--- src/logic/analyser_pkg.sv ---
package analyser_pkg;

   // probe and memory widths
   typedef logic [7:0] sample_t;   // one sample of all 8 probe channels
   typedef logic [9:0] addr_t;     // capture memory address, sets depth
   typedef logic [2:0] chan_t;     // trigger channel index
   typedef logic [3:0] freq_sel_t; // sample period is 2**freq_sel clocks

   // trigger condition on the selected channel
   typedef enum logic [2:0] {
      TRIG_RISE = 3'd0, // 0 -> 1 edge
      TRIG_FALL = 3'd1, // 1 -> 0 edge
      TRIG_HIGH = 3'd2, // level high
      TRIG_LOW  = 3'd3, // level low
      TRIG_NOW  = 3'd4  // first sample after pre-fill
   } trig_mode_t;

   // capture memory depth follows the address width
   localparam int CAP_DEPTH = 1 << $bits(addr_t);

   // probe channel that carries the uart self-test line
   localparam chan_t UART_CHAN = 3'd4;

   // default clocks per uart bit
   localparam int DEF_BAUD_DIV = 16;

   // default holdoff before each arm pulse
   localparam int DEF_ARM_DELAY = 8;

endpackage
--- src/logic/pulse_gen.sv ---
`timescale 1ns/1ps

module pulse_gen #(
   parameter int ARM_DELAY = analyser_pkg::DEF_ARM_DELAY // holdoff clocks, >= 1
) (
   input  logic sys_clk,
   input  logic i_rst_n,
   input  logic i_finished, // capture done, restart holdoff
   input  logic i_run,      // allow a new arm
   output logic o_arm       // single cycle arm strobe
);

   localparam int CNT_W = $clog2(ARM_DELAY + 1);

   logic [CNT_W-1:0] hold_cnt; // clocks left before arm
   logic             active;   // holdoff in progress

   // fires only when the holdoff runs out and run is set
   assign o_arm = active && (hold_cnt == '0) && i_run;

   always_ff @(posedge sys_clk or negedge i_rst_n) begin
      if (!i_rst_n) begin
         hold_cnt <= CNT_W'(ARM_DELAY);     // counts from reset release
         active   <= 1'b1;
      end else if (i_finished) begin
         hold_cnt <= CNT_W'(ARM_DELAY - 1); // arm lands ARM_DELAY after finished
         active   <= 1'b1;
      end else if (active) begin
         if (hold_cnt == '0) begin
            active <= 1'b0;                 // one shot, run low means skip
         end else begin
            hold_cnt <= hold_cnt - 1'b1;
         end
      end
   end

endmodule

--- config.mk ---
export PLATFORM = sky130hd
export DESIGN_NAME = pulse_gen
export DESIGN_NICKNAME = d
export VERILOG_FILES = /design/src/logic/analyser_pkg.sv /design/src/logic/pulse_gen.sv
export SDC_FILE = /design/constraint.sdc
export NUM_CORES = 1
export LEC_CHECK = 0
export BUFFER_PORTS_ARGS = -buffer_cell sky130_fd_sc_hd__buf_4
export CAP_MARGIN = 25
export CORE_AREA = 2 2 39 41
export CTS_CLUSTER_SIZE = 12
export DETAILED_ROUTE_END_ITERATION = 6
export DIE_AREA = 0 0 41 43
export RECOVER_POWER = 25
export SYNTH_ARGS = -nofsm -noshare
export SYNTH_HDL_FRONTEND = slang
export SYNTH_SLANG_ARGS = --single-unit
--- constraint.sdc ---
create_clock -name sys_clk -period 2.07 [get_ports sys_clk]
set_input_delay 0.414 -clock sys_clk [delete_from_list [all_inputs] [get_ports sys_clk]]
set_output_delay 0.414 -clock sys_clk [all_outputs]
set_load 0.03 [all_outputs]
; Word level (Yosys, flattened, before mapping)
; Index checks and enable logic that the tools add are counted.
[classes]
reduce_logical = 5
mux = 6
n_eq_ne = 1
addsub = 1
[op_table]
columns = op, n
row1 = $mux 4, 3
row2 = $logic_not 4->1, 1
row3 = $sub 4x1->4 const B, 1
row4 = $mux 1, 3
row5 = $logic_and 1x1->1, 2
row6 = $ne 2x2->1 const B, 1
row7 = $reduce_and 2->1, 1
row8 = $reduce_bool 2->1, 1
[word_totals]
output_inout_bits = 1
regBits = 5
word_cells = 15

; Depth between registers and ports, before layout
[depth]
word_depth = 4
mapped_depth = 5
depth_no_buf = 5

; Worst setup path after synthesis
; OpenSTA, ideal clock, no wires.
[synth_timing]
path_kind = register -> output
startpoint = register hold_cnt[0]
endpoint = output o_arm
required_time_ns = 1.656
path_stages_with_launch = 5
t_arrival_ns = 1.152
n_path_buf = 0
setup_slack_ns = 0.504
cell_sequence = dfrtp_1 -> inv_1 -> ha_1 -> nand2_1 -> nor2_1
[synth_via]
elab_chain_len = 3
[synth_lines]
columns = element, line
row1 = from (decl), pulse_gen.sv:15  ; logic [CNT_W-1:0] hold_cnt;
row2 = from (signal assigned), pulse_gen.sv:23  ; hold_cnt <= CNT_W'(ARM_DELAY);
row3 = from (signal assigned), pulse_gen.sv:26  ; hold_cnt <= CNT_W'(ARM_DELAY - 1);
row4 = from (signal assigned), pulse_gen.sv:32  ; hold_cnt <= hold_cnt - 1'b1;
row5 = $logic_not 4->1, pulse_gen.sv:19  ; assign o_arm = active && (hold_cnt == '0) && i_run;
row6 = $logic_and 1x1->1 (2 in series), pulse_gen.sv:19
row7 = to (decl), pulse_gen.sv:10  ; output logic o_arm
; Every way passes these cells.

; Worst setup path after layout
; Ends and elaborated chain as after synthesis.

==> flow_metrics.tcl <==
set metrics [dict create \
    post-route-drc-count 0 \
    rsz0062_at_grt "false" \
    cts-htree-levels 1 \
    path_clk_slew_ns 0.04 \
    crit_fanout 3 \
    reg2reg_from "hold_cnt[0]" \
    rr_worst_depth 5 \
    hold_path_depth 2 \
    rr_endpoint "hold_cnt[2]" \
    fin_util_pct 25.2 \
    fin_crit_sh_pct 82.4 \
    cp-end-kind "primary output" \
    numCtsBuffers 3 \
    grt.total_usage_pct 7.38 \
    finalSetupViolations 0 \
    hpwl_um 350 \
    syn_area_per_cell_um2 10.3 \
    area_growth_pct 31.0 \
    r2r_slack_ns 0.85 \
    postRouteAntennaNets 0 \
    skew_ns 0.00153 \
    initial_core_util_pct 19.3 \
    fmax_mhz 586 \
    vias 202 \
    final_cells 51 \
    grt_pass1_wl_um 821 \
    design_area_um2 349 \
    min_path_type "input pin to register" \
    hold_viol 0 \
    placedCellCount 46 \
    holdCritStartpoint "i_finished" \
    gp_congestion 0.682 \
    cts_root_buf "clkbuf_4" \
    critPathLaunchType "register" \
    p_leak_nw 0.156 \
    drt_pass1_iterations 2 \
    grt_max_degree 8 \
    power_density_nw_per_um2 714 \
    synth-seq-cells 5 \
    synth_nets 31 \
    setup_slack_ns 0.364 \
    ys.warnings.count 0 \
    crit_type "register to primary output" \
    rows 14 \
    synth_cell_type_count 13 \
    viasPerCell 3.96 \
    setup_tns_ns 0 \
    die_y_um 43 \
    cts_tree "built" \
    outcome "complete, no violations" \
    routedWlPerCell_um 8.65 \
    slew_viol_final 0 \
    grt-ovfl-total 0 \
    antenna_found_initial 0 \
    post-route-min-period_ns 1.71 \
    required_ns 1.66 \
    ys_seq_area_share_pct 47.9 \
    ir_drop_v 0.000184 \
    io_buffers 4 \
    first_global_vias 209 \
    drt_iter0_markers 3 \
    pre_cts_slack_ns 0.615 \
    io_pins 5 \
    antenna-diode-count 0 \
    dpl_cell_area_um2 317 \
    cts.sinks 5 \
    max-slew-margin-rel_pct 82.0 \
    syn-cell-area_um2 267 \
    maxCapViolations 0 \
    dieArea_um2 1760 \
    core_area_um2 1380 \
    clock_latency_ns 0.24 \
    post_cts_buffers 0 \
    power_mw 0.249 \
    final.fill_count 156 \
    whs_ns 0.350 \
    wl_um 441 \
    die_x_um 41 \
    worst_pin_slew_ns 0.270 \
    worst_hold_path.endpoint "hold_cnt[3]" \
    cts_buffer_depth 2 \
    cts-resized-gates 0 \
    syn-instance-count 26 \
    critical_path_arrival_ns 1.29 \
    finalNetCount 41 \
    drive_above_1_share_pct 31.4 \
]
## logic make-up (layout without fill, tap and decap cells)
kind of cell	count (synthesis)	in the layout	share of synthesized area (%)
compound gates	2	2	7.51
fa+ha+maj	1	1	4.69
buf+inv	2	11	2.82
flops	5	5	47.9
mux	3	3	11.3
simple gates	13	13	25.8
## layer usage
| metal | share of wire, % | vias up | track usage [%] |
|---|---|---|---|
| met3 | 6.8 | 2 | 3.14 |
| met1 | 42 | 92 | 8.22 |
| met2 | 49 | 3 | 9.38 |
| met4 | 2.3 | 0 | 8.00 |
| met5 | 0 | - | 0 |
| li1 | - | 105 | - |
## critical path, stage by stage, from the launching register on
cell and delay (ns):
dfrtp_1 0.39, inv_1 0.08, ha_1 0.20, nand2_1 0.10
nor2_1 0.11, buf_4 0.16
## Yosys cell counts (all sizes together)
| master | count | area, um^2 |
|---|---|---|
| nor3b | 1 | 7.51 |
| nor2 | 7 | 26.3 |
| nor4b | 1 | 15.0 |
| a21boi | 1 | 11.3 |
| dfrtp | 3 | 75.1 |
| ha | 1 | 12.5 |
| nand2 | 2 | 7.51 |
| mux2i | 3 | 30.0 |
| dfstp | 2 | 52.6 |
| inv | 2 | 7.51 |
| nor2b | 1 | 6.26 |
| a211o | 1 | 8.76 |
| or2 | 1 | 6.26 |
## how the worst max path moves through the flow
stage	from	endpoint	slack, ns	depth (start not counted)
after floorplan	hold_cnt[0]	o_arm	0.50	4
after global placement	hold_cnt[0]	o_arm	0.61	5
after detailed placement	hold_cnt[0]	o_arm	0.62	5
after CTS	hold_cnt[0]	o_arm	0.34	5
after global routing	hold_cnt[0]	o_arm	0.25	5
final	hold_cnt[0]	o_arm	0.36	5
## placed cells by master, fill, tap and decap left out, drive strengths merged
| master | count |
|---|---|
| nand2 | 2 |
| nor2b | 1 |
| dlygate4sd3 | 1 |
| dfstp | 2 |
| ha | 1 |
| nor4b | 1 |
| a211o | 1 |
| or2 | 1 |
| clkbuf | 5 |
| nor3b | 1 |
| nor2 | 7 |
| inv | 2 |
| a21boi | 1 |
| dfrtp | 3 |
| buf | 3 |
| mux2i | 3 |
## state kept, by name (all words and copies together) (netlist names)
name and count:
active 1, hold_cnt 4
## power breakdown
| group | leakage, nW | switching (mW) | internal, mW |
|---|---|---|---|
| logic | 0.0908 | 0.0132 | 0.0137 |
| clock network | 0.0150 | 0.0394 | 0.0728 |
| registers | 0.0507 | 0.00569 | 0.105 |
## what timing repair did
action	4_1_cts	5_1_grt
endpoints found under the hold margin	3	0
setup endpoints to repair	0	0
hold buffers	1	0
## cell type report
class	instances	area [um^2]	area share, %
Inverter	2	7.51	2.15
Clock buffer	4	26.3	7.53
Sequential cell	5	128	36.6
Multi-Input combinational cell	19	131	37.6
Timing Repair Buffer	5	36.3	10.4
Tap cell	16	20.0	5.73
Power figures use the tool's default switching activity.
