### src/logic/analyser_pkg.sv
package analyser_pkg;

   // probe and memory widths
   typedef logic [7:0] sample_t;   // one sample of all 8 probe channels
   typedef logic [9:0] addr_t;     // capture memory address, sets depth
   typedef logic [2:0] chan_t;     // trigger channel index
   typedef logic [3:0] freq_sel_t; // sample period is 2**freq_sel clocks

   // trigger condition on the selected channel
   typedef enum logic [2:0] {
      TRIG_RISE = 3'd0, // 0 -> 1 edge
      TRIG_FALL = 3'd1, // 1 -> 0 edge
      TRIG_HIGH = 3'd2, // level high
      TRIG_LOW  = 3'd3, // level low
      TRIG_NOW  = 3'd4  // first sample after pre-fill
   } trig_mode_t;

   // capture memory depth follows the address width
   localparam int CAP_DEPTH = 1 << $bits(addr_t);

   // probe channel that carries the uart self-test line
   localparam chan_t UART_CHAN = 3'd4;

   // default clocks per uart bit
   localparam int DEF_BAUD_DIV = 16;

   // default holdoff before each arm pulse
   localparam int DEF_ARM_DELAY = 8;

endpackage
### src/logic/freq_div.sv
`timescale 1ns/1ps

module freq_div (
   input  logic                    sys_clk,
   input  logic                    i_rst_n,
   input  analyser_pkg::freq_sel_t i_freq_sel, // period exponent
   output logic                    o_clken     // one cycle per period
);

   logic [15:0] cnt;      // position inside current period
   logic [15:0] mask_q;   // period mask held until the wrap
   logic [15:0] mask_now; // mask from the live select
   logic [15:0] mask_eff; // mask used in this cycle

   assign mask_now = (16'd1 << i_freq_sel) - 16'd1; // 2**sel - 1

   // new select only taken on the first cycle of a period
   assign mask_eff = (cnt == '0) ? mask_now : mask_q;

   assign o_clken = (cnt == mask_eff); // last cycle of the period

   always_ff @(posedge sys_clk or negedge i_rst_n) begin
      if (!i_rst_n) begin
         cnt    <= '0;             // period restarts at release
         mask_q <= '0;
      end else begin
         if (cnt == '0) begin
            mask_q <= mask_now;    // freeze mask for this period
         end
         if (o_clken) begin
            cnt <= '0;             // wrap
         end else begin
            cnt <= cnt + 16'd1;
         end
      end
   end

endmodule

### config.mk
export PLATFORM = sky130hd
export DESIGN_NAME = freq_div
export DESIGN_NICKNAME = d
export VERILOG_FILES = /design/src/logic/analyser_pkg.sv /design/src/logic/freq_div.sv
export SDC_FILE = /design/constraint.sdc
export NUM_CORES = 1
export LEC_CHECK = 0
export BUFFER_PORTS_ARGS = -buffer_cell sky130_fd_sc_hd__buf_4
export CAP_MARGIN = 25
export CORE_MARGIN = 2
export CORE_UTILIZATION = 62
export CTS_CLUSTER_SIZE = 16
export DETAILED_ROUTE_END_ITERATION = 10
export GPL_TIMING_DRIVEN = 0
export PLACE_DENSITY_LB_ADDON = 0.12
export SYNTH_ARGS = -nofsm -noshare
export SYNTH_HDL_FRONTEND = slang
export SYNTH_SLANG_ARGS = --single-unit
### constraint.sdc
create_clock -name sys_clk -period 6.8 [get_ports sys_clk]
set_input_delay 0.34 -clock sys_clk [delete_from_list [all_inputs] [get_ports sys_clk]]
set_output_delay 0.34 -clock sys_clk [all_outputs]
set_load 0.005 [all_outputs]
=== Word level (Yosys, flattened, before mapping) ===
Cells that the tools add are included.

* Flip-flop bits (word level): 32
* Bits of input ports: 6
* Output and inout bits: 1
* Word-level logic and storage cells: 9

* $add $sub $neg: 2
* Equal/unequal tests: 1
* Shift operators: 1
* Mux-type cells: 2
* Reduce and logical (&&, ||, !) cells: 1

{| class="wikitable"
|+ Operators by type and width
! operator !! count
|-
| 2-to-1 mux 16 bit || 2
|-
| adder 16 x 1 -> 16 bit (second input constant) || 1
|-
| equality test 16 bit || 1
|-
| logical NOT 16 bit || 1
|-
| << shifter 1 x 4 -> 16 bit (first input constant) || 1
|-
| subtractor 16 x 1 -> 16 bit (second input constant) || 1
|}

=== Logic depth before layout (Yosys ltp) ===
Gate-level depths: netlist of the first run.

* Depth after elaboration: 5
* Gate-level depth with buffers: 12
* Depth with buffers taken out: 8

=== Worst setup path before layout of the first run ===
Ideal clock, no wire load.

* Kind: input to output
* Start: input i_freq_sel[3]
* End: output o_clken
* Arrival: 2.568 ns
* Path slack: 3.892 ns
* Stages on the path: 11
* Path buffers: 3
* Cells stage by stage: clkbuf_2 clkbuf_1 nor2_1 nand3_1 ha_1 clkbuf_1 nor4b_1 a21oi_1 a211oi_1 a211oi_4 and4_1

* Word-level cells in the longest chain between the ends: 4

{| class="wikitable"
|+ RTL lines
! what !! line !! RTL
|-
| start, declared || freq_div.sv:6 || <nowiki>input analyser_pkg::freq_sel_t i_freq_sel,</nowiki>
|-
| << shifter 1 x 4 -> 16 bit || freq_div.sv:15 || <nowiki>assign mask_now = (16'd1 << i_freq_sel) - 16'd1;</nowiki>
|-
| subtractor 16 x 1 -> 16 bit || freq_div.sv:15 ||
|-
| 2-to-1 mux 16 bit || - ||
|-
| equality test 16 bit || freq_div.sv:20 || <nowiki>assign o_clken = (cnt == mask_eff);</nowiki>
|-
| end, declared || freq_div.sv:7 || <nowiki>output logic o_clken</nowiki>
|}

No other way between the ends.

=== Worst setup path after layout of the first run ===
* Start: register cnt[0]
* End: output o_clken

* Word-level cells in the longest chain between the ends: 3

{| class="wikitable"
|+ RTL lines
! what !! line !! RTL
|-
| start, declared || freq_div.sv:10 || <nowiki>logic [15:0] cnt;</nowiki>
|-
| start signal, assigned || freq_div.sv:33 || <nowiki>cnt <= cnt + 16'd1;</nowiki>
|-
| logical NOT 16 bit || freq_div.sv:18 || <nowiki>assign mask_eff = (cnt == '0) ? mask_now : mask_q;</nowiki>
|-
| 2-to-1 mux 16 bit || - ||
|-
| net mask_eff[13] || freq_div.sv:13 || <nowiki>logic [15:0] mask_eff;</nowiki>
|-
| equality test 16 bit || freq_div.sv:20 ||
|}

The timed path passes the listed nets, and every way through them passes these cells.

==> flow_metrics.py, run 1 <==
metrics = {
    "run_status": {
        "outcome": "complete, no violations",
    },
    "routing": {
        "drtIter0Drc": 130,
        "viasPerCell": 6.35,
        "drcViolationCount": 0,
        "drtAntennaViolNets": 0,
        "via_count": 1803,
        "drt_wl_total_um": 4970,
        "wl_per_cell_um": 17.5,
        "drt-pass1-iter-count": 4,
    },
    "synth": {
        "synth_edf_count": 0,
        "synth_area_leaders": "dfrtp_1 37%, a41oi_1 7.7%, xnor2_1 6.4%",
        "synthCells": 226,
        "synth_ff_type": "dfrtp_1",
        "avgSynthCellArea_um2": 9.62,
        "syn_area_um2": 2170,
        "syn_nets": 235,
        "yosys_warnings": 0,
        "yosysTopAreaCell": "dfrtp_1",
        "ys_seq_area_frac": 0.368,
        "netlist.area_leader.share": 0.368,
        "yosys.cell_types.count": 47,
        "async_flop_share": 1.00,
        "synth-seq-cells": 32,
    },
    "sta": {
        "setup_viol": 0,
        "final_max_slew_viol_count": 0,
        "tightest_slew_ps": 733,
        "maxSlewHeadroom": 0.508,
        "max_freq_ghz": 0.271,
        "fin_setup_tns_ps": 0,
        "min_period_ps": 3690,
        "rsz0062_at_grt": "no",
        "min_period_over_period": 0.542,
        "clock_skew_ps": 20.9,
        "hold_viol": 0,
    },
    "grt": {
        "overflow": 0,
        "grt_max_degree": 33,
        "grt_pass1_wl_um": 8820,
        "grt.total_usage": 0.283,
        "antenna_found_initial": 0,
        "grt_pass1_vias": 1785,
    },
    "clocking": {
        "numCtsBuffers": 5,
        "root_buffer": "clkbuf_4",
        "cts_max_level": 2,
        "cts_tree": "yes",
        "clk_latency_ps": 360,
        "clk_pin_slew_ps": 110,
        "cts_buffer_depth": 2,
        "post_cts_buffers": 0,
        "cts.sinks": 32,
    },
    "setup_path": {
        "rr_endpoint": "cnt[7]$_DFF_PN0_",
        "rr_worst_depth": 10,
        "start_kind": "flip-flop",
        "rrSetupSlack_ps": 3720,
        "crit_type": "reg -> out",
        "crit_arrival_ps": 3350,
        "reg2reg_from": "cnt[0]$_DFF_PN0_",
        "cp.required_ps": 6460,
        "end_kind": "primary output",
        "cp_max_fo": 10,
    },
    "layout": {
        "drive_gt1_frac": 0.151,
        "diodes": 0,
        "final_common_cell": "dfrtp_1",
        "area_growth_pct": 7.48,
        "final_cell_mix": "32 x dfrtp_1, 20 x nand2_1, 19 x a41oi_1, 18 x inv_1, 16 x xnor2_1",
        "nets": 247,
        "instances_no_fill": 284,
    },
    "floorplanning": {
        "dieArea_um2": 4000,
        "die_height_um": 63.2,
        "num_io_pins": 7,
        "fp-row-count": 21,
        "die_x_um": 63.2,
        "coreArea_um2": 3360,
        "start_util": 0.647,
    },
    "hold_path": {
        "worstHoldStart": "i_freq_sel[0]",
        "holdPathEnd": "mask_q[0]$_DFF_PN0_",
        "hold_depth": 3,
        "hold_class": "in -> reg",
    },
    "flow_run": {
        "max_cap_viol_count": 0,
    },
    "placement": {
        "hpwlAfterDp_um": 3680,
        "place_congestion": 0.919,
        "portBuffers": 4,
        "dpl.cell_count": 276,
    },
    "pwr": {
        "powerDensity_nw_per_um2": 290,
        "max-vdd-ir-drop_mv": 0.185,
        "p_leak_uw": 0.000933,
    },
}
cells in the mapped netlist, types with 2 or more instances:
cell        n
a2111oi_0   2
a2111oi_4   2
a211oi_1    4
a21o_1      2
a21oi_1     7
a31oi_1     2
a41oi_1    19
a41oi_2     2
and2_1      2
and2b_1     2
and3_1      3
and4_1      2
buf_2       4
buf_4       2
buf_6       3
clkbuf_1    5
dfrtp_1    32
ha_1        3
inv_1      18
mux2_2      2
nand2_1    20
nand3_1     6
nand4_1     4
nor2_1     13
nor2b_1     5
nor3_1      4
nor4_1      2
nor4_4      2
nor4b_1     2
o21ai_0    10
o22ai_1     2
o31ai_1     2
xnor2_1    16
xor2_1      7
cells by family (layout without fill, tap and decap cells):
| logic type | count (synthesis) | in the layout | synth area share |
|---|---|---|---|
| mux | 3 | 3 | 0.0150 |
| flops | 32 | 32 | 0.368 |
| buf+inv | 34 | 46 | 0.0805 |
| fa+ha+maj | 3 | 3 | 0.0173 |
| simple gates | 71 | 71 | 0.192 |
| xor+xnor | 23 | 23 | 0.0926 |
| compound gates | 60 | 60 | 0.235 |
sequential cells by signal, indices dropped and copies added, names as in the netlist:
register / flops
cnt: 16
mask_q: 16
power by group:
| part | internal (uW) | switching, uW |
|---|---|---|
| combinational | 111 | 175 |
| sequential | 230 | 37.4 |
| clock | 58.5 | 66.6 |
| total | 400 | 279 |
through the flow:
step	power (uW)	hold slack [ps]	area, um2	utilization	setup slack [ps]
after floorplan	485	44.4	2170	-	3890
after global placement	540	296	2260	0.673	3410
after detailed placement	554	306	2260	0.673	3230
after CTS	678	379	2340	0.695	3120
after global routing	725	417	2340	0.695	2960
final	679	388	2340	0.695	3110
worst max-delay path by stage:
stage	slack (ps)	depth (start not counted)	to	startpoint
floorplan	3890	11	o_clken	i_freq_sel[3]
global placement	3410	12	o_clken	i_freq_sel[3]
detailed placement	3230	12	o_clken	i_freq_sel[3]
CTS	3120	9	o_clken	cnt[0]$_DFF_PN0_
global route	2960	9	o_clken	cnt[0]$_DFF_PN0_
finish	3110	10	o_clken	cnt[0]$_DFF_PN0_
layer usage:
metal / global-route usage / up-vias / wire length (um)
met4: 0.0924 / 0 / 87
met1: 0.396 / 895 / 2260
met3: 0.0482 / 10 / 288
met5: 0 / - / 0
li1: - / 853 / -
met2: 0.449 / 45 / 2340
final cells by class:
cell class              instances  area (um2)
inverters                      18        67.6
fillers                       291        1030
repair buffers                  5        40.0
plain buffers                  16         108
well taps                      46        57.6
clock buffers                   7        65.1
multi-input cells             160        1200
flip-flops and latches         32         801
worst max-delay path, cell delays in order, from the launching register on:
cell and delay, ps:
dfrtp_1 480, inv_1 160, ha_1 160, nor4b_4 370
and4_1 280, buf_6 150, mux2_2 360, a222oi_1 470
buf_4 250, and4_1 200, buf_4 110
timing repair:
item,4_1_cts,5_1_grt
hold buffers,1,0
hold endpoints to repair,32,0
gates resized for setup,0,0
No activity file was read; power rests on OpenSTA's default activity.
==> run 2, diff against run 1 <==
--- a/config.mk
+++ b/config.mk
@@ -5,10 +5,11 @@
 export SDC_FILE = /design/constraint.sdc
 export NUM_CORES = 1
 export LEC_CHECK = 0
+export ABC_AREA = 1
 export BUFFER_PORTS_ARGS = -buffer_cell sky130_fd_sc_hd__buf_4
 export CAP_MARGIN = 25
 export CORE_MARGIN = 2
-export CORE_UTILIZATION = 62
+export CORE_UTILIZATION = 56
 export CTS_CLUSTER_SIZE = 16
 export DETAILED_ROUTE_END_ITERATION = 10
 export GPL_TIMING_DRIVEN = 0
==> constraint.sdc (replaced) <==
create_clock -name sys_clk -period 3.13 [get_ports sys_clk]
set_input_delay 0.1565 -clock sys_clk [delete_from_list [all_inputs] [get_ports sys_clk]]
set_output_delay 0.1565 -clock sys_clk [all_outputs]
set_load 0.005 [all_outputs]
==> run 2 against run 1 <==
  * Global-route usage shrank 1.2 points
  * Clock skew shrank 16 ps
  * Via count up 19%
  * Die area grew 15%
  * Sequential power up 110%
  * Utilization shrank 5.8 points
  * Total power increased by 120%
  * Register-to-register slack lost 3200 ps
  * Critical path depth is 6 higher
  * Cell count up 47%
==> flow_metrics.py, run 2 <==
metrics = {
    "run_status": {
        "outcome": "complete, no violations",
    },
    "routing": {
        "drt_wl_total_um": 5410,
        "wl_per_cell_um": 13.0,
        "drcViolationCount": 0,
        "drtAntennaViolNets": 0,
        "via_count": 2154,
        "viasPerCell": 5.17,
        "drtIter0Drc": 160,
        "drt-pass1-iter-count": 4,
    },
    "pwr": {
        "p_leak_uw": 0.00138,
        "p_seq_frac": 0.371,
        "clock_power_share": 0.262,
        "total_power_uw": 1520,
        "powerDensity_nw_per_um2": 603,
        "internal-power_uw": 938,
        "p_sw_uw": 587,
        "p_sw_frac": 0.385,
        "combPwrFrac": 0.367,
        "max-vdd-ir-drop_mv": 0.370,
    },
    "floorplanning": {
        "die_x_um": 67.8,
        "num_io_pins": 7,
        "coreArea_um2": 3970,
        "start_util": 0.574,
        "fp-row-count": 23,
        "dieArea_um2": 4590,
        "die_height_um": 67.8,
    },
    "layout": {
        "diodes": 0,
        "nets": 375,
        "final_common_cell": "nand2_1",
        "top_regs": "cnt: 16 flops, mask_q: 16 flops",
        "drive_gt1_frac": 0.114,
        "area_growth_pct": 11.0,
        "final_cell_mix": "117 x nand2_1, 58 x nand3_1, 53 x inv_1, 37 x nor2_1, 32 x dfrtp_1",
        "design_area_um2": 2530,
    },
    "clocking": {
        "clk_latency_ps": 290,
        "root_buffer": "clkbuf_8",
        "cts.sinks": 32,
        "cts_buffer_depth": 2,
        "numCtsBuffers": 5,
        "clk_pin_slew_ps": 70,
        "cts_max_level": 2,
        "cts_tree": "yes",
    },
    "synth": {
        "synthCells": 350,
        "avgSynthCellArea_um2": 6.51,
        "async_flop_share": 1.00,
        "synth_ff_type": "dfrtp_1",
        "yosysTopAreaCell": "dfrtp_1",
        "syn_nets": 359,
        "synth_edf_count": 0,
        "synth-seq-cells": 32,
        "synth_area_leaders": "dfrtp_1 35%, nand2_1 19%, nand3_1 13%",
        "syn_area_um2": 2280,
        "synth.most_common_cell": "nand2_1",
        "yosys.cell_types.count": 21,
        "ys_seq_area_frac": 0.351,
        "synth.cells.most_frequent": "117 x nand2_1, 58 x nand3_1, 53 x inv_1, 38 x nor2_1, 32 x dfrtp_1",
        "yosys_warnings": 0,
        "netlist.area_leader.share": 0.351,
    },
    "grt": {
        "overflow": 0,
        "grt.total_usage": 0.272,
        "antenna_found_initial": 0,
        "grt_pass1_vias": 1984,
        "grt_pass1_wl_um": 9070,
        "grt_max_degree": 33,
    },
    "hold_path": {
        "hold_class": "in -> reg",
    },
    "sta": {
        "maxSlewHeadroom": 0.711,
        "min_period_over_period": 0.958,
        "hold_viol": 0,
        "min_period_ps": 3000,
        "setup_viol": 0,
        "max_freq_ghz": 0.333,
        "hold_ws_ps": 295,
        "clock_skew_ps": 4.79,
        "tightest_slew_ps": 430,
        "final_max_slew_viol_count": 0,
        "layout_setup_ws_ps": 131,
    },
    "setup_path": {
        "path_buf_inv": 3,
        "cp_max_fo": 10,
        "crit_top_cell": "nand2_1",
        "crit_type": "reg -> out",
        "start_kind": "flip-flop",
        "cp.required_ps": 2970,
        "crit_family": "simple AND/OR/NAND/NOR gates",
        "slowest_delay_ps": 450,
        "end_kind": "primary output",
        "crit_chain": "inv_1 > ha_1 > nand2_1 > nor2_1 > nand2_1 > nor2_4 > nand2_1 > nand2_1 > nand2_1 > nand2_1 > nand2_1 > nor2_1 > nand2_1 > nor2_4 > buf_8 > buf_4",
        "crit_arrival_ps": 2840,
        "slowest_stage": "dfrtp_1",
    },
    "placement": {
        "portBuffers": 6,
        "place_congestion": 0.910,
        "hpwlAfterDp_um": 4110,
        "pre_cts_ws_ps": 402,
        "dpl_cell_area_um2": 2390,
    },
    "flow_run": {
        "max_cap_viol_count": 0,
    },
}
[run 2: cell types whose count changed after synthesis, moves of 8 or more]
cell and change:
a41oi_1 -19, inv_1 +35, nand2_1 +97, nand3_1 +52
nor2_1 +25, nor2_2 +13, o21ai_0 -8, xnor2_1 -15
[run 2: kinds of logic (layout without fill, tap and decap cells)]
logic type | count (synthesis) | after routing | synth area share
simple gates | 240 | 240 | 0.466
fa+ha+maj | 3 | 3 | 0.0165
compound gates | 4 | 4 | 0.00879
flops | 32 | 32 | 0.351
buf+inv | 58 | 75 | 0.107
xor+xnor | 13 | 13 | 0.0500
[run 2: final timing paths]
| check | slack, ps | to | depth (start not counted) | startpoint |
|---|---|---|---|---|
| worst max-delay path | 130 | o_clken | 16 | cnt[0]$_DFF_PN0_ |
| worst max register to register | 550 | cnt[11]$_DFF_PN0_ | 16 | cnt[0]$_DFF_PN0_ |
| worst min-delay path | 300 | mask_q[13]$_DFF_PN0_ | 5 | i_freq_sel[1] |
| max in group asynchronous | 2480 | mask_q[7]$_DFF_PN0_ | 2 | i_rst_n |
| min in group asynchronous | 350 | mask_q[0]$_DFF_PN0_ | 2 | i_rst_n |
| worst min register to register | 490 | mask_q[15]$_DFF_PN0_ | 2 | mask_q[15]$_DFF_PN0_ |
[run 2: worst register-to-register path, stage by stage (launching register included)]
cell and delay (ps):
dfrtp_1 450, inv_1 110, ha_1 230, nand2_1 80, nor2_1 210, nand2_1 130, nor2_4 190, nand2_1 120
nand2_1 90, nand2_1 50, nand2_1 70, nand2_1 70, nor2_1 100, nand2_1 110, nor2_4 240, buf_8 190
nor2_2 40
[run 2: cell type report]
class,instances,area (um2)
Multi-Input combinational cell,260,1240
Inverter,55,206
Clock inverter,3,42.5
Buffer,3,37.5
Clock buffer,5,68.8
Timing Repair Buffer,9,70.1
Fill cell,376,1440
Tap cell,50,62.6
Sequential cell,32,801
[run 2: power groups by stage]
stage,sequential (uW),combinational (uW),clock (uW)
after floorplan,557,440,0
after global placement,569,537,0
after detailed placement,572,550,0
after CTS,565,555,406
after global routing,577,640,426
final,566,559,400
[run 2: through the flow]
step	cells	util	TNS, ps
2_1_floorplan	350	-	0
3_3_place_gp	406	0.601	0
3_5_place_dp	406	0.601	0
4_1_cts	415	0.631	0
5_1_grt	417	0.637	-15.0
6_report	417	0.637	0
[run 2: per-layer routing]
layer,GRT usage,share of wire,wire length [um],up-vias
met5,0,0,0,-
met3,0.0483,0.050,270,9
li1,-,-,-,1107
met4,0.105,0.016,89,0
met2,0.423,0.47,2520,48
met1,0.375,0.47,2530,990
[run 2: what timing repair did]
action	4_1_cts	5_1_grt
hold buffers	1	0
endpoints found under the hold margin	32	0
setup buffers	0	2
resized for setup	0	2
endpoints found under the setup margin	0	1
