<file path="src/logic/analyser_pkg.sv">
package analyser_pkg;

   // probe and memory widths
   typedef logic [7:0] sample_t;   // one sample of all 8 probe channels
   typedef logic [9:0] addr_t;     // capture memory address, sets depth
   typedef logic [2:0] chan_t;     // trigger channel index
   typedef logic [3:0] freq_sel_t; // sample period is 2**freq_sel clocks

   // trigger condition on the selected channel
   typedef enum logic [2:0] {
      TRIG_RISE = 3'd0, // 0 -> 1 edge
      TRIG_FALL = 3'd1, // 1 -> 0 edge
      TRIG_HIGH = 3'd2, // level high
      TRIG_LOW  = 3'd3, // level low
      TRIG_NOW  = 3'd4  // first sample after pre-fill
   } trig_mode_t;

   // capture memory depth follows the address width
   localparam int CAP_DEPTH = 1 << $bits(addr_t);

   // probe channel that carries the uart self-test line
   localparam chan_t UART_CHAN = 3'd4;

   // default clocks per uart bit
   localparam int DEF_BAUD_DIV = 16;

   // default holdoff before each arm pulse
   localparam int DEF_ARM_DELAY = 8;

endpackage
</file>
<file path="src/logic/uart_tx.sv">
`timescale 1ns/1ps

module uart_tx #(
   parameter int BAUD_DIV = analyser_pkg::DEF_BAUD_DIV // clocks per bit
) (
   input  logic                  sys_clk,
   input  logic                  i_rst_n,
   input  logic                  i_enable, // keep sending frames
   input  analyser_pkg::sample_t i_data,   // byte to repeat
   output logic                  o_tx      // serial line, idles high
);

   localparam int CNT_W = (BAUD_DIV > 1) ? $clog2(BAUD_DIV) : 1;

   typedef enum logic [1:0] {
      TX_IDLE,
      TX_START,
      TX_DATA,
      TX_STOP
   } tx_state_t;

   tx_state_t             state;
   logic [CNT_W-1:0]      baud_cnt; // clocks into current bit
   logic [2:0]            bit_idx;  // data bit being sent
   logic                  baud_end; // last clock of a bit
   logic                  load;     // latch a new byte
   logic                  shift;    // move to next data bit
   logic                  tx_q;
   analyser_pkg::sample_t shreg;    // byte in flight, lsb out first

   assign baud_end = (baud_cnt == CNT_W'(BAUD_DIV - 1));

   // byte latched as a start bit begins
   assign load  = i_enable && ((state == TX_IDLE) || (state == TX_STOP && baud_end));
   assign shift = baud_end && ((state == TX_START) || (state == TX_DATA));
   assign o_tx  = tx_q;

   always_ff @(posedge sys_clk or negedge i_rst_n) begin
      if (!i_rst_n) begin
         state    <= TX_IDLE;
         baud_cnt <= '0;
         bit_idx  <= '0;
         tx_q     <= 1'b1;                 // line idle
      end else begin
         if (state == TX_IDLE || baud_end) begin
            baud_cnt <= '0;                // each bit starts from zero
         end else begin
            baud_cnt <= baud_cnt + 1'b1;
         end
         case (state)
            TX_IDLE: if (i_enable) begin
               state <= TX_START;
               tx_q  <= 1'b0;              // start bit
            end
            TX_START: if (baud_end) begin
               state   <= TX_DATA;
               bit_idx <= '0;
               tx_q    <= shreg[0];        // data bit 0
            end
            TX_DATA: if (baud_end) begin
               if (bit_idx == 3'd7) begin
                  state <= TX_STOP;
                  tx_q  <= 1'b1;           // stop bit
               end else begin
                  bit_idx <= bit_idx + 3'd1;
                  tx_q    <= shreg[0];     // already shifted to next bit
               end
            end
            TX_STOP: if (baud_end) begin
               if (i_enable) begin
                  state <= TX_START;       // back to back frames
                  tx_q  <= 1'b0;
               end else begin
                  state <= TX_IDLE;        // frame done, line stays high
               end
            end
            default: state <= TX_IDLE;
         endcase
      end
   end

   always_ff @(posedge sys_clk) begin
      if (load) begin
         shreg <= i_data;
      end else if (shift) begin
         shreg <= shreg >> 1;              // next bit into lsb
      end
   end

endmodule

</file>
<file path="config.mk">
export PLATFORM = sky130hd
export DESIGN_NAME = uart_tx
export DESIGN_NICKNAME = d
export VERILOG_FILES = /design/src/logic/analyser_pkg.sv /design/src/logic/uart_tx.sv
export SDC_FILE = /design/constraint.sdc
export NUM_CORES = 1
export LEC_CHECK = 0
export BUFFER_PORTS_ARGS = -buffer_cell sky130_fd_sc_hd__buf_2
export CAP_MARGIN = 30
export CORE_MARGIN = 5
export CORE_UTILIZATION = 60
export CTS_BUF_LIST = sky130_fd_sc_hd__clkbuf_8 sky130_fd_sc_hd__clkbuf_16
export CTS_CLUSTER_SIZE = 30
export DETAILED_ROUTE_END_ITERATION = 8
export PLACE_DENSITY = 0.91
export SLEW_MARGIN = 30
export SYNTH_ARGS = -nofsm -noshare
export SYNTH_HDL_FRONTEND = slang
export SYNTH_SLANG_ARGS = --single-unit
</file>
<file path="constraint.sdc">
create_clock -name sys_clk -period 3.7 [get_ports sys_clk]
set_input_delay 0 -clock sys_clk [delete_from_list [all_inputs] [get_ports sys_clk]]
set_output_delay 0 -clock sys_clk [all_outputs]
set_load 0.02 [all_outputs]
</file>
# [Yosys cells after proc, flatten, opt, wreduce, memory -nomap -nowiden]
# Index checks and enable logic that the tools add are counted.
[op_classes] addsub=2 eq_ne=11 muxes=20 n_reduce_logical=12
[op_table] operator="8-bit 2-to-1 mux" count=2
[op_table] operator="2-bit 2-to-1 mux" count=5
[op_table] operator="2-bit inequality test (second input constant)" count=5
[op_table] operator="3-bit 2-to-1 mux" count=3
[op_table] operator="2-bit case mux with 4 select lines" count=1
[op_table] operator="1-bit 2-to-1 mux" count=6
[op_table] operator="3-bit case mux with 2 select lines" count=1
[op_table] operator="5-bit AND reduction" count=1
[op_table] operator="4-bit by 1-bit adder with 4-bit output (second input constant)" count=1
[op_table] operator="2-bit equality test (second input constant)" count=2
[op_table] operator="4-bit equality test (second input constant)" count=1
[op_table] operator="4-bit 2-to-1 mux" count=1
[op_table] operator="1-bit case mux with 4 select lines" count=1
[op_table] operator="4-bit AND reduction" count=1
[op_table] operator="2-bit nonzero test" count=2
[op_table] operator="3-bit by 1-bit adder with 3-bit output (second input constant)" count=1
[op_table] operator="3-bit equality test (second input constant)" count=1
[op_table] operator="1-bit logical AND" count=3
[op_table] operator="1-bit logical OR" count=3
[op_table] operator="3-bit AND reduction" count=1
[op_table] operator="2-bit by 1-bit equality test with 1-bit output (second input constant)" count=1
[op_table] operator="2-bit logical NOT" count=1
[op_table] operator="2-bit by 1-bit inequality test with 1-bit output (second input constant)" count=1
[totals] regBits=18 inputBits=11 output_inout_bits=1

# [Logic depth before layout (Yosys ltp)]
# Gate-level depths: netlist of the first run.
[logic_depth] ltp_word=5 mapped_depth=5 mapped_depth_nobuf=5

# [Worst setup path before layout of the first run]
# Ideal clock, no wire load.
[synth_path] path_kind="flip-flop to flip-flop" from="register state[0]" to="register shreg[0] (data pin)" arrival_time_ns=1.424 required_time_ns=3.440 setup_slack_ns=2.016 path_stages_with_launch=6 n_path_buf=0 period_less_slack_ns=1.684 cell_sequence="dfrtp_1 -> inv_1 -> ha_1 -> a41o_2 -> nand2_2 -> mux2_2"
[synth_via] elab_chain_cells=5 word_cells_on_any_way=6 classes_between="eq/ne: 1; mux: 1; reduce/logical: 4"
[synth_lines] item="start: declaration" line_no="uart_tx.sv:22" rtl="tx_state_t state;"
[synth_lines] item="start signal: assignment" line_no="uart_tx.sv:40" rtl="state <= TX_IDLE;"
[synth_lines] item="start signal: assignment" line_no="uart_tx.sv:52" rtl="state <= TX_START;"
[synth_lines] item="start signal: assignment" line_no="uart_tx.sv:56" rtl="state <= TX_DATA;"
[synth_lines] item="2-bit equality test" line_no="uart_tx.sv:34" rtl="assign load = i_enable && ((state == TX_IDLE) || (state == TX_STOP && baud_end));"
[synth_lines] item="1-bit logical AND" line_no="uart_tx.sv:34"
[synth_lines] item="1-bit logical OR *" line_no="uart_tx.sv:34"
[synth_lines] item="1-bit logical AND *" line_no="uart_tx.sv:34"
[synth_lines] item="8-bit 2-to-1 mux *" line_no="uart_tx.sv:83" rtl="if (load) begin"
[synth_lines] item="end signal: assignment" line_no="uart_tx.sv:84" rtl="shreg <= i_data;"
[synth_lines] item="end signal: assignment" line_no="uart_tx.sv:86" rtl="shreg <= shreg >> 1;"
[synth_lines] item="end: declaration" line_no="uart_tx.sv:29" rtl="analyser_pkg::sample_t shreg;"
# Mark *: on every way between the ends. The rest lies on a longest branch, timed or not.
# A chain may end at the register's enable or synchronous reset.

# [Final worst setup path of the first run]
[layout_path] from="register state[1]" to="register shreg[5] (data pin)"
# The elaborated chain is that of the path after synthesis.

==> results of run 1 <==
-- cell type report --
class	instances	area, um^2
Inverter	5	18.8
Fill cell	110	423
Clock inverter	1	3.75
Tap cell	16	20.0
Timing Repair Buffer	12	65.1
Multi-Input combinational cell	54	478
Clock buffer	3	41.3
Sequential cell	18	492
-- flip-flops by register name (all words and copies together) (netlist names) --
signal,flops
shreg,8
baud_cnt,4
bit_idx,3
state,2
o_tx,1
-- timing repair --
action | 4_1_cts | 5_1_grt
resized for setup | 0 | 0
hold endpoints to repair | 10 | 0
hold buffers | 1 | 0
-- power by group --
group,leakage (nW),internal [mW],switching (mW)
Clock,0.0231,0.0738,0.0650
Sequential,0.187,0.207,0
Combinational,0.265,0.00461,0.00406
Total,0.475,0.286,0.0690
-- cells by family (layout without fill, tap and decap cells) --
family                   after synthesis  count (layout)
AO/OA/AOI/OAI                         12              12
XOR/XNOR                               1               1
adder cells (fa/ha/maj)                9               9
buffers and inverters                  6              21
flip-flops                            18              18
multiplexers                          12              12
AND/OR/NAND/NOR                       20              20
-- how the worst min path moves through the flow --
stage / slack [ns] / from / cells past startpoint / endpoint
after detailed placement: -0.12 / i_rst_n / 1 / bit_idx[2]$_DFFE_PN0P_
after global routing: 0.05 / i_data[2] / 2 / shreg[2]$_DFFE_PP_
after global placement: -0.13 / i_rst_n / 1 / bit_idx[2]$_DFFE_PN0P_
final: 0.04 / i_data[1] / 2 / shreg[1]$_DFFE_PP_
after floorplan: -0.30 / i_rst_n / 0 / baud_cnt[0]$_DFF_PN0_
after CTS: 0.05 / i_data[1] / 2 / shreg[1]$_DFFE_PP_
-- cell usage after synthesis --
cell	number	area share, %
dfrtp_1	9	23
ha_1	9	11
edfxtp_1	8	24
mux2_2	8	9.0
inv_1	5	1.9
nand2_1	5	1.9
nand2b_1	3	1.9
nor3_1	3	1.5
a21oi_1	2	1.0
and3_1	2	1.3
mux2i_1	2	2.0
o21ai_0	2	1.0
a211o_1	1	0.88
a21boi_0	1	0.75
a21boi_4	1	1.9
a2bb2oi_1	1	0.88
a41o_2	1	1.1
buf_6	1	1.1
dfstp_2	1	2.6
mux2_1	1	1.1
mux2_4	1	1.5
nand2_2	1	0.63
nand4b_1	1	0.88
nor2_1	1	0.38
nor2b_1	1	0.63
nor3b_1	1	0.75
o2111ai_1	1	0.88
o211ai_2	1	1.3
o32ai_1	1	0.88
or2_2	1	0.63
or2b_4	1	1.1
xnor2_1	1	0.88
-- metal layers --
metal	vias up	GRT usage (%)	wire, um
met2	12	25.8	933
li1	313	-	-
met1	319	19.4	746
met4	0	7.66	55
met5	-	0	0
met3	7	2.91	58
-- stage by stage --
stage	area, um^2	power (mW)
floorplan	1000	0.212
global placement	1060	0.219
detailed placement	1060	0.220
CTS	1120	0.355
global route	1120	0.371
finish	1120	0.355
-- worst max-delay path, cell delays in order, from the launching register on --
cell     delay, ns
dfrtp_1       0.43
inv_1         0.11
ha_1          0.28
a41o_2        0.27
nand2_2       0.16
mux2_2        0.36
==> impl_results.md, run 1 <==
* Outcome: completed
* Final hold slack at between 0.04 and 0.05 ns
* Critical Path Fanout Max at 8
* Initial Utilization at 64.9%
* First-pass GRT wire length at between 3000 and 4000 um
* Iter 0 DRT Violations at 20
* # H-tree levels at 1
* Unrepaired setup endpoints after global routing: false
* Post-Syn Instances at 78
* CP Launch Type: register
* Slew margin rel. at approximately three quarters
* Final Instance Count excl. Fillers at around 110
* Gpl congestion at 0.774
* Core Area at between 0.0015 and 0.002 mm^2
* Crit path DAT at ~1.9 ns
* Simple-Gate Fraction of Synth Area at 11.5%
* Worst-Skew Late Latency at between 0.2 and 0.3 ns
* Worst r2r dst: shreg[5]$_DFFE_PP_
* Total track usage at between 10% and 20%
* Element type at the critical path end: register
* Setup slack after layout at roughly 1.8 ns
* Routed vias at ~650
* Die ar. at about 0.0026 mm^2
* Final #Nets at around 110
* Layout overhead on the synthesized area at 11.9%
* Post-synthesis mux area share at a little over an eighth
* Sequential share of the synthesized area at a little under 50%
* I/O Pins at 12
* Compound-cell area share of the yosys netlist at between 10% and 20%
* Crit. Startpoint: state[1]$_DFFE_PN0P_
* Cell Rows at 14
* Critical Path RT at about 3.7 ns
* Dpl hpwl at about 1400 um
* Final wirelength at 1790 um
* Main combinational cell family by area after synthesis: multiplexers
* Final hold vios at 0
* PortBufs at 11
* GR Overflow Total at 0
* Peak supply drop at ~0.22 mV
* Slew @ Worst Pin at approximately 0.35 ns
* Finished Core Util at 72.6%
* Worst reg2reg setup slack at around 1.8 ns
* Largest net degree at the start of global routing at 11
* Synthesized area at ~1000 um^2
* Via density at between 5 and 6
* Wirelength per Cell at between 15 and 20 um
* Max-Cap Viols at 0
* Drt drc at 0
* Total CTS buffers at 3
* Setup WS pre-CTS at 1.84 ns
* Clk_skew at between 0.002 and 0.0025 ns
* # diodes at 0
* Die X at approximately 51 um
* Initial antenna violation count at 0
* Vias in the first global route at a little under 700
* Flops & latches, synth at 18
* Pre-Repair DR Iteration Count at 3
* Hold crit path type: primary input to register
* Placed Cells at between 100 and 150
* Final setup fails at 0
* Avg Inst Size Synth at roughly 13 um^2
* Max Buffers Root-to-Sink at 2
* Crit share post-route at about half
* Worst-path clk slew at about 0.070 ns
* Critical path type: register to register
* Synth Area in XOR/XNOR at 0.876%
* Pins Over Slew Limit at 0
* CTS tree: built
* Worst Setup EP: shreg[5]$_DFFE_PP_
* Post-CTS repair timing setup buffer count at 0
* Layout cell share with drive strength beyond 1 at 32.3%
* Area share of fa/ha/maj cells after synthesis at ~11%
* Antenna Violating Nets Remaining at 0
* Root buffer cell: clkbuf_8
* TritonCTS Sinks at 18
* Minimum clock period at between 1.5 and 2 ns
* Cell Pwr Density at roughly 320 mW/mm^2
* Worst r2r src: state[1]$_DFFE_PN0P_
* Reg2reg path depth at 5
* Most frequent cells in the layout: buf_2, ha_1, dfrtp_1
* Final TNS setup at 0 ns
* Yosys warning total at 0
* Post-synth cell types at 32
* Net count after synthesis at 98
* Fmax achieved at about 0.54 GHz
* Commonest non-fill, non-tap cell in the layout: buf_2
* Die height at 50.8 um
* Pleak at between 0.4 and 0.5 nW
Note: power is estimated with default switching activity, not from simulation.
==> run 2: changes to the inputs <==
Settings changed: ABC_AREA set to 1, CORE_UTILIZATION 60 to 50, PLACE_DENSITY 0.91 to 0.82.
Clock period 3.7 ns to 1.55 ns, I/O delays scaled along.
==> run 2 against run 1 <==
  * Combinational power rose to 110 times the previous value
  * Critical path depth is 1 higher
  * Die area is 16% higher
  * Design area is 9.8% higher
  * Area after synthesis increased by 0.38%
  * Critical endpoint is now shreg[3]$_DFFE_PP_
  * Largest cell class unchanged
  * Largest power group is now combinational cells
  * Highest routed layer unchanged
==> impl_results.md, run 2 <==
* Post-synthesis mux area share at 0% (-14 points)
* Synthesized area at 0.00100 mm^2 (+0.38%)
* Via density at 4.79 (-20%)
* Die ar. at 0.00300 mm^2 (+16%)
* Area share of fa/ha/maj cells after synthesis at 11.2% (-0.042 points)
* Die height at 54.8 um (+7.8%)
* Slew @ Worst Pin at 0.235 ns (-0.116 ns)
* Gpl congestion at 0.798 (+3.2%)
* Critical Path RT at 1.52 ns (-2.19 ns)
* Final wirelength at 1920 um (+7.0%)
* Critical path type: register to register
* Count leader, synth: nand2_1
* Worst-path clk slew at 0.07 ns (about the same)
* Commonest non-fill, non-tap cell in the layout: nand2_1
* P_sw at 0.818 mW (+1100%)
* Core Area at 0.00194 mm^2 (+26%)
* Finished Core Util at 63.3% (-9.3 points)
* Synth Area in XOR/XNOR at 0% (-0.88 points)
* Post-synth cell types at 17 (-47%)
* TritonCTS Sinks at 18 (unchanged)
* Worst r2r src: state[1]$_DFFE_PN0P_
* Internal Pwr Total at 1.24 mW (+330%)
* Final Instance Count excl. Fillers at 164 (+50%)
* Synth top area cells: edfxtp_1, dfrtp_1, nand2_1
* Die X at 54.8 um (+7.8%)
* Net count after synthesis at 135 (+38%)
* Cell Pwr Density at 1670 mW/mm^2 (+430%)
* Pleak at 0.632 nW (+33%)
* Total CTS buffers at 3 (unchanged)
* I/O Pins at 12 (unchanged)
* Pre-Repair DR Iteration Count at 4 (+1)
* Async set-reset flop share out of synthesis at 55.6% (unchanged)
* Element type at the critical path end: register
* Top cell type's share of synthesized area at 23.9% (-0.090 points)
* Worst hold path endpoint: shreg[5]$_DFFE_PP_
* Reg2reg path depth at 6 (+1)
* Dominant synthesized flop cell: dfrtp_1
* GR Overflow Total at 0 (unchanged)
* Crit path DAT at 1.46 ns (-0.41 ns)
* Sequential share of power at 35.5% (-23 points)
* PnR Total Power at 2.06 mW (+480%)
* Most flop-heavy register: shreg
* Max-Cap Viols at 0 (unchanged)
* Max FFs per register at 8 (unchanged)
* Initial Utilization at 51.7% (-13 points)
* Avg Inst Size Synth at 8.73 um^2 (-32%)
* Largest net degree at the start of global routing at 12 (+1)
* Reg area at 492 um^2 (unchanged)
* Total track usage at 15.7% (+0.083 points)
* Largest regs: shreg x8, baud_cnt x4, bit_idx x3
* CP Launch Type: register
* Final hold vios at 0 (unchanged)
* Crit share post-route at 95.9% (+45 points)
* Compound-cell area share of the yosys netlist at 5.11% (-5.4 points)
* Worst reg2reg setup slack at 0.06 ns (-1.77 ns)
* Final setup fails at 0 (unchanged)
* Area occupied by multi-input gates at 489 um^2 (+2.4%)
* Post-DP Area at 0.00113 mm^2 (+6.4%)
* Unrepaired setup endpoints after global routing: false
* Main combinational cell family by area after synthesis: simple AND/OR/NAND/NOR gates
* Simple-Gate Fraction of Synth Area at 28.7% (+17 points)
* Initial antenna violation count at 0 (unchanged)
* Post-synth top area cell: edfxtp_1
* Fmax achieved at 0.673 GHz (+26%)
* Wirelength per Cell at 11.7 um (-29%)
* Worst-Skew Late Latency at 0.26 ns (about the same)
* Outcome: completed
* First-pass GRT wire length at 3190 um (+4.0%)
* Power share of the clock group at 18.8% (-20 points)
* Hold crit path type: primary input to register
* Root buffer cell: clkbuf_8
* Dpl hpwl at 1440 um (+4.2%)
* Final #Nets at 158 (+39%)
* Commonest cells post-synth: nand2_1, nand3_1, inv_1
* Minimum clock period at 1.49 ns (-0.381 ns)
* # H-tree levels at 1 (unchanged)
* Post-Syn Instances at 115 (+47%)
* Layout overhead on the synthesized area at 22.4%
* Placed Cells at 157 (+51%)
* Vias in the first global route at 713 (+5.2%)
* Clk_skew at 0.00581 ns (+0.00360 ns)
* Drt drc at 0 (unchanged)
* Fillers at 170 (+55%)
* Flops & latches, synth at 18 (unchanged)
* PortBufs at 11 (unchanged)
* Slew margin rel. at 84.3% (+7.8 points)
* Routed vias at 786 (+21%)
* Design Area, Final at 0.00123 mm^2 (+9.8%)
* CTS tree: built
* Critical Path Fanout Max at 8 (unchanged)
* Yosys warning total at 0 (unchanged)
* Max Buffers Root-to-Sink at 2 (unchanged)
* # diodes at 0 (unchanged)
* Switching Share at 39.8% (+20 points)
* Iter 0 DRT Violations at 18 (-10%)
* Number of synthesized flops with an enable pin at 8 (unchanged)
* Hold Path Depth at 3 (+1)
* Pins Over Slew Limit at 0 (unchanged)
* Worst hold start: i_data[5]
* Power share of the combinational group at 45.7% (+43 points)
* Peak supply drop at 1.05 mV (+380%)
* Layout cell share with drive strength beyond 1 at 26.3% (-6.0 points)
* Most frequent cells in the layout: nand2_1, nand3_1, buf_2
* Cell Rows at 16 (+2)
* Antenna Violating Nets Remaining at 0 (unchanged)
* Sequential share of the synthesized area at 49.0% (-0.18 points)
* Worst r2r dst: shreg[3]$_DFFE_PP_
-- run 2: cell types whose count changed after synthesis, sizes merged, moves of 3 or more --
cell,previous run,this run
nand2,6,41
nand3,0,17
mux2,10,0
inv,5,13
nor2,1,6
a21oi,2,5
nand2b,3,0
nor3,3,0
-- run 2: worst max-delay path by stage --
stage,to,from,slack (ns)
3_5_place_dp,shreg[4]$_DFFE_PP_,state[1]$_DFFE_PN0P_,-0.02
3_3_place_gp,shreg[3]$_DFFE_PP_,state[1]$_DFFE_PN0P_,0.04
5_1_grt,bit_idx[2]$_DFFE_PN0P_,bit_idx[0]$_DFFE_PN0P_,0.002
6_report,shreg[3]$_DFFE_PP_,state[1]$_DFFE_PN0P_,0.06
4_1_cts,shreg[4]$_DFFE_PP_,state[1]$_DFFE_PN0P_,0.006
2_1_floorplan,shreg[0]$_DFFE_PP_,state[0]$_DFFE_PN0P_,0.0003
-- run 2: cell type report --
class	instances	area share, %
Clock buffer	4	4.48
Inverter	13	3.97
Multi-Input combinational cell	84	39.8
Sequential cell	18	40.0
Tap cell	27	2.75
Timing Repair Buffer	18	8.96
-- run 2: repair_timing --
item	4_1_cts	5_1_grt
endpoints found under the hold margin	10	0
setup endpoints to repair	8	18
resized for setup	2	6
gates cloned	0	1
hold buffers	1	0
buffers inserted	0	1
pin swaps	2	3
-- run 2: per-layer routing --
| layer | routed length (um) | part of all wire (%) | vias to the layer above | GRT usage (%) |
|---|---|---|---|---|
| li1 | - | - | 418 | - |
| met1 | 840 | 44 | 350 | 18.3 |
| met2 | 965 | 50 | 13 | 26.4 |
| met3 | 82 | 4.3 | 5 | 4.09 |
| met4 | 30 | 1.6 | 0 | 7.47 |
| met5 | 0 | 0 | - | 0 |
-- run 2: logic make-up (layout without fill, tap and decap cells) --
| kind of cell | after synthesis | count (layout) |
|---|---|---|
| flops | 18 | 18 |
| simple gates | 66 | 67 |
| fa+ha+maj | 9 | 9 |
| buf+inv | 14 | 35 |
| compound gates | 8 | 8 |
-- run 2: metrics by stage --
step	hold WS, ns	setup WS, ns	TNS (ns)
finish	0.0363	0.0633	0
global route	0.0351	0.00181	0
CTS	0.0336	0.00598	0
detailed placement	-0.124	-0.0226	-0.179
global placement	-0.130	0.0394	0
floorplan	-0.296	0.000289	0
-- run 2: critical path: stages (launching register included) --
cell and delay, ns:
dfrtp_1 0.43, inv_2 0.09, ha_2 0.19, inv_2 0.07, a21oi_4 0.20, nand2_4 0.11, nand2_8 0.11
-- run 2: power groups by stage --
stage / Sequential, mW / Combinational (mW) / Clock [mW]
floorplan: 0.732 / 0.660 / 0
global placement: 0.724 / 0.851 / 0
detailed placement: 0.734 / 0.884 / 0
CTS: 0.728 / 0.912 / 0.399
global route: 0.746 / 1.07 / 0.415
finish: 0.730 / 0.939 / 0.387
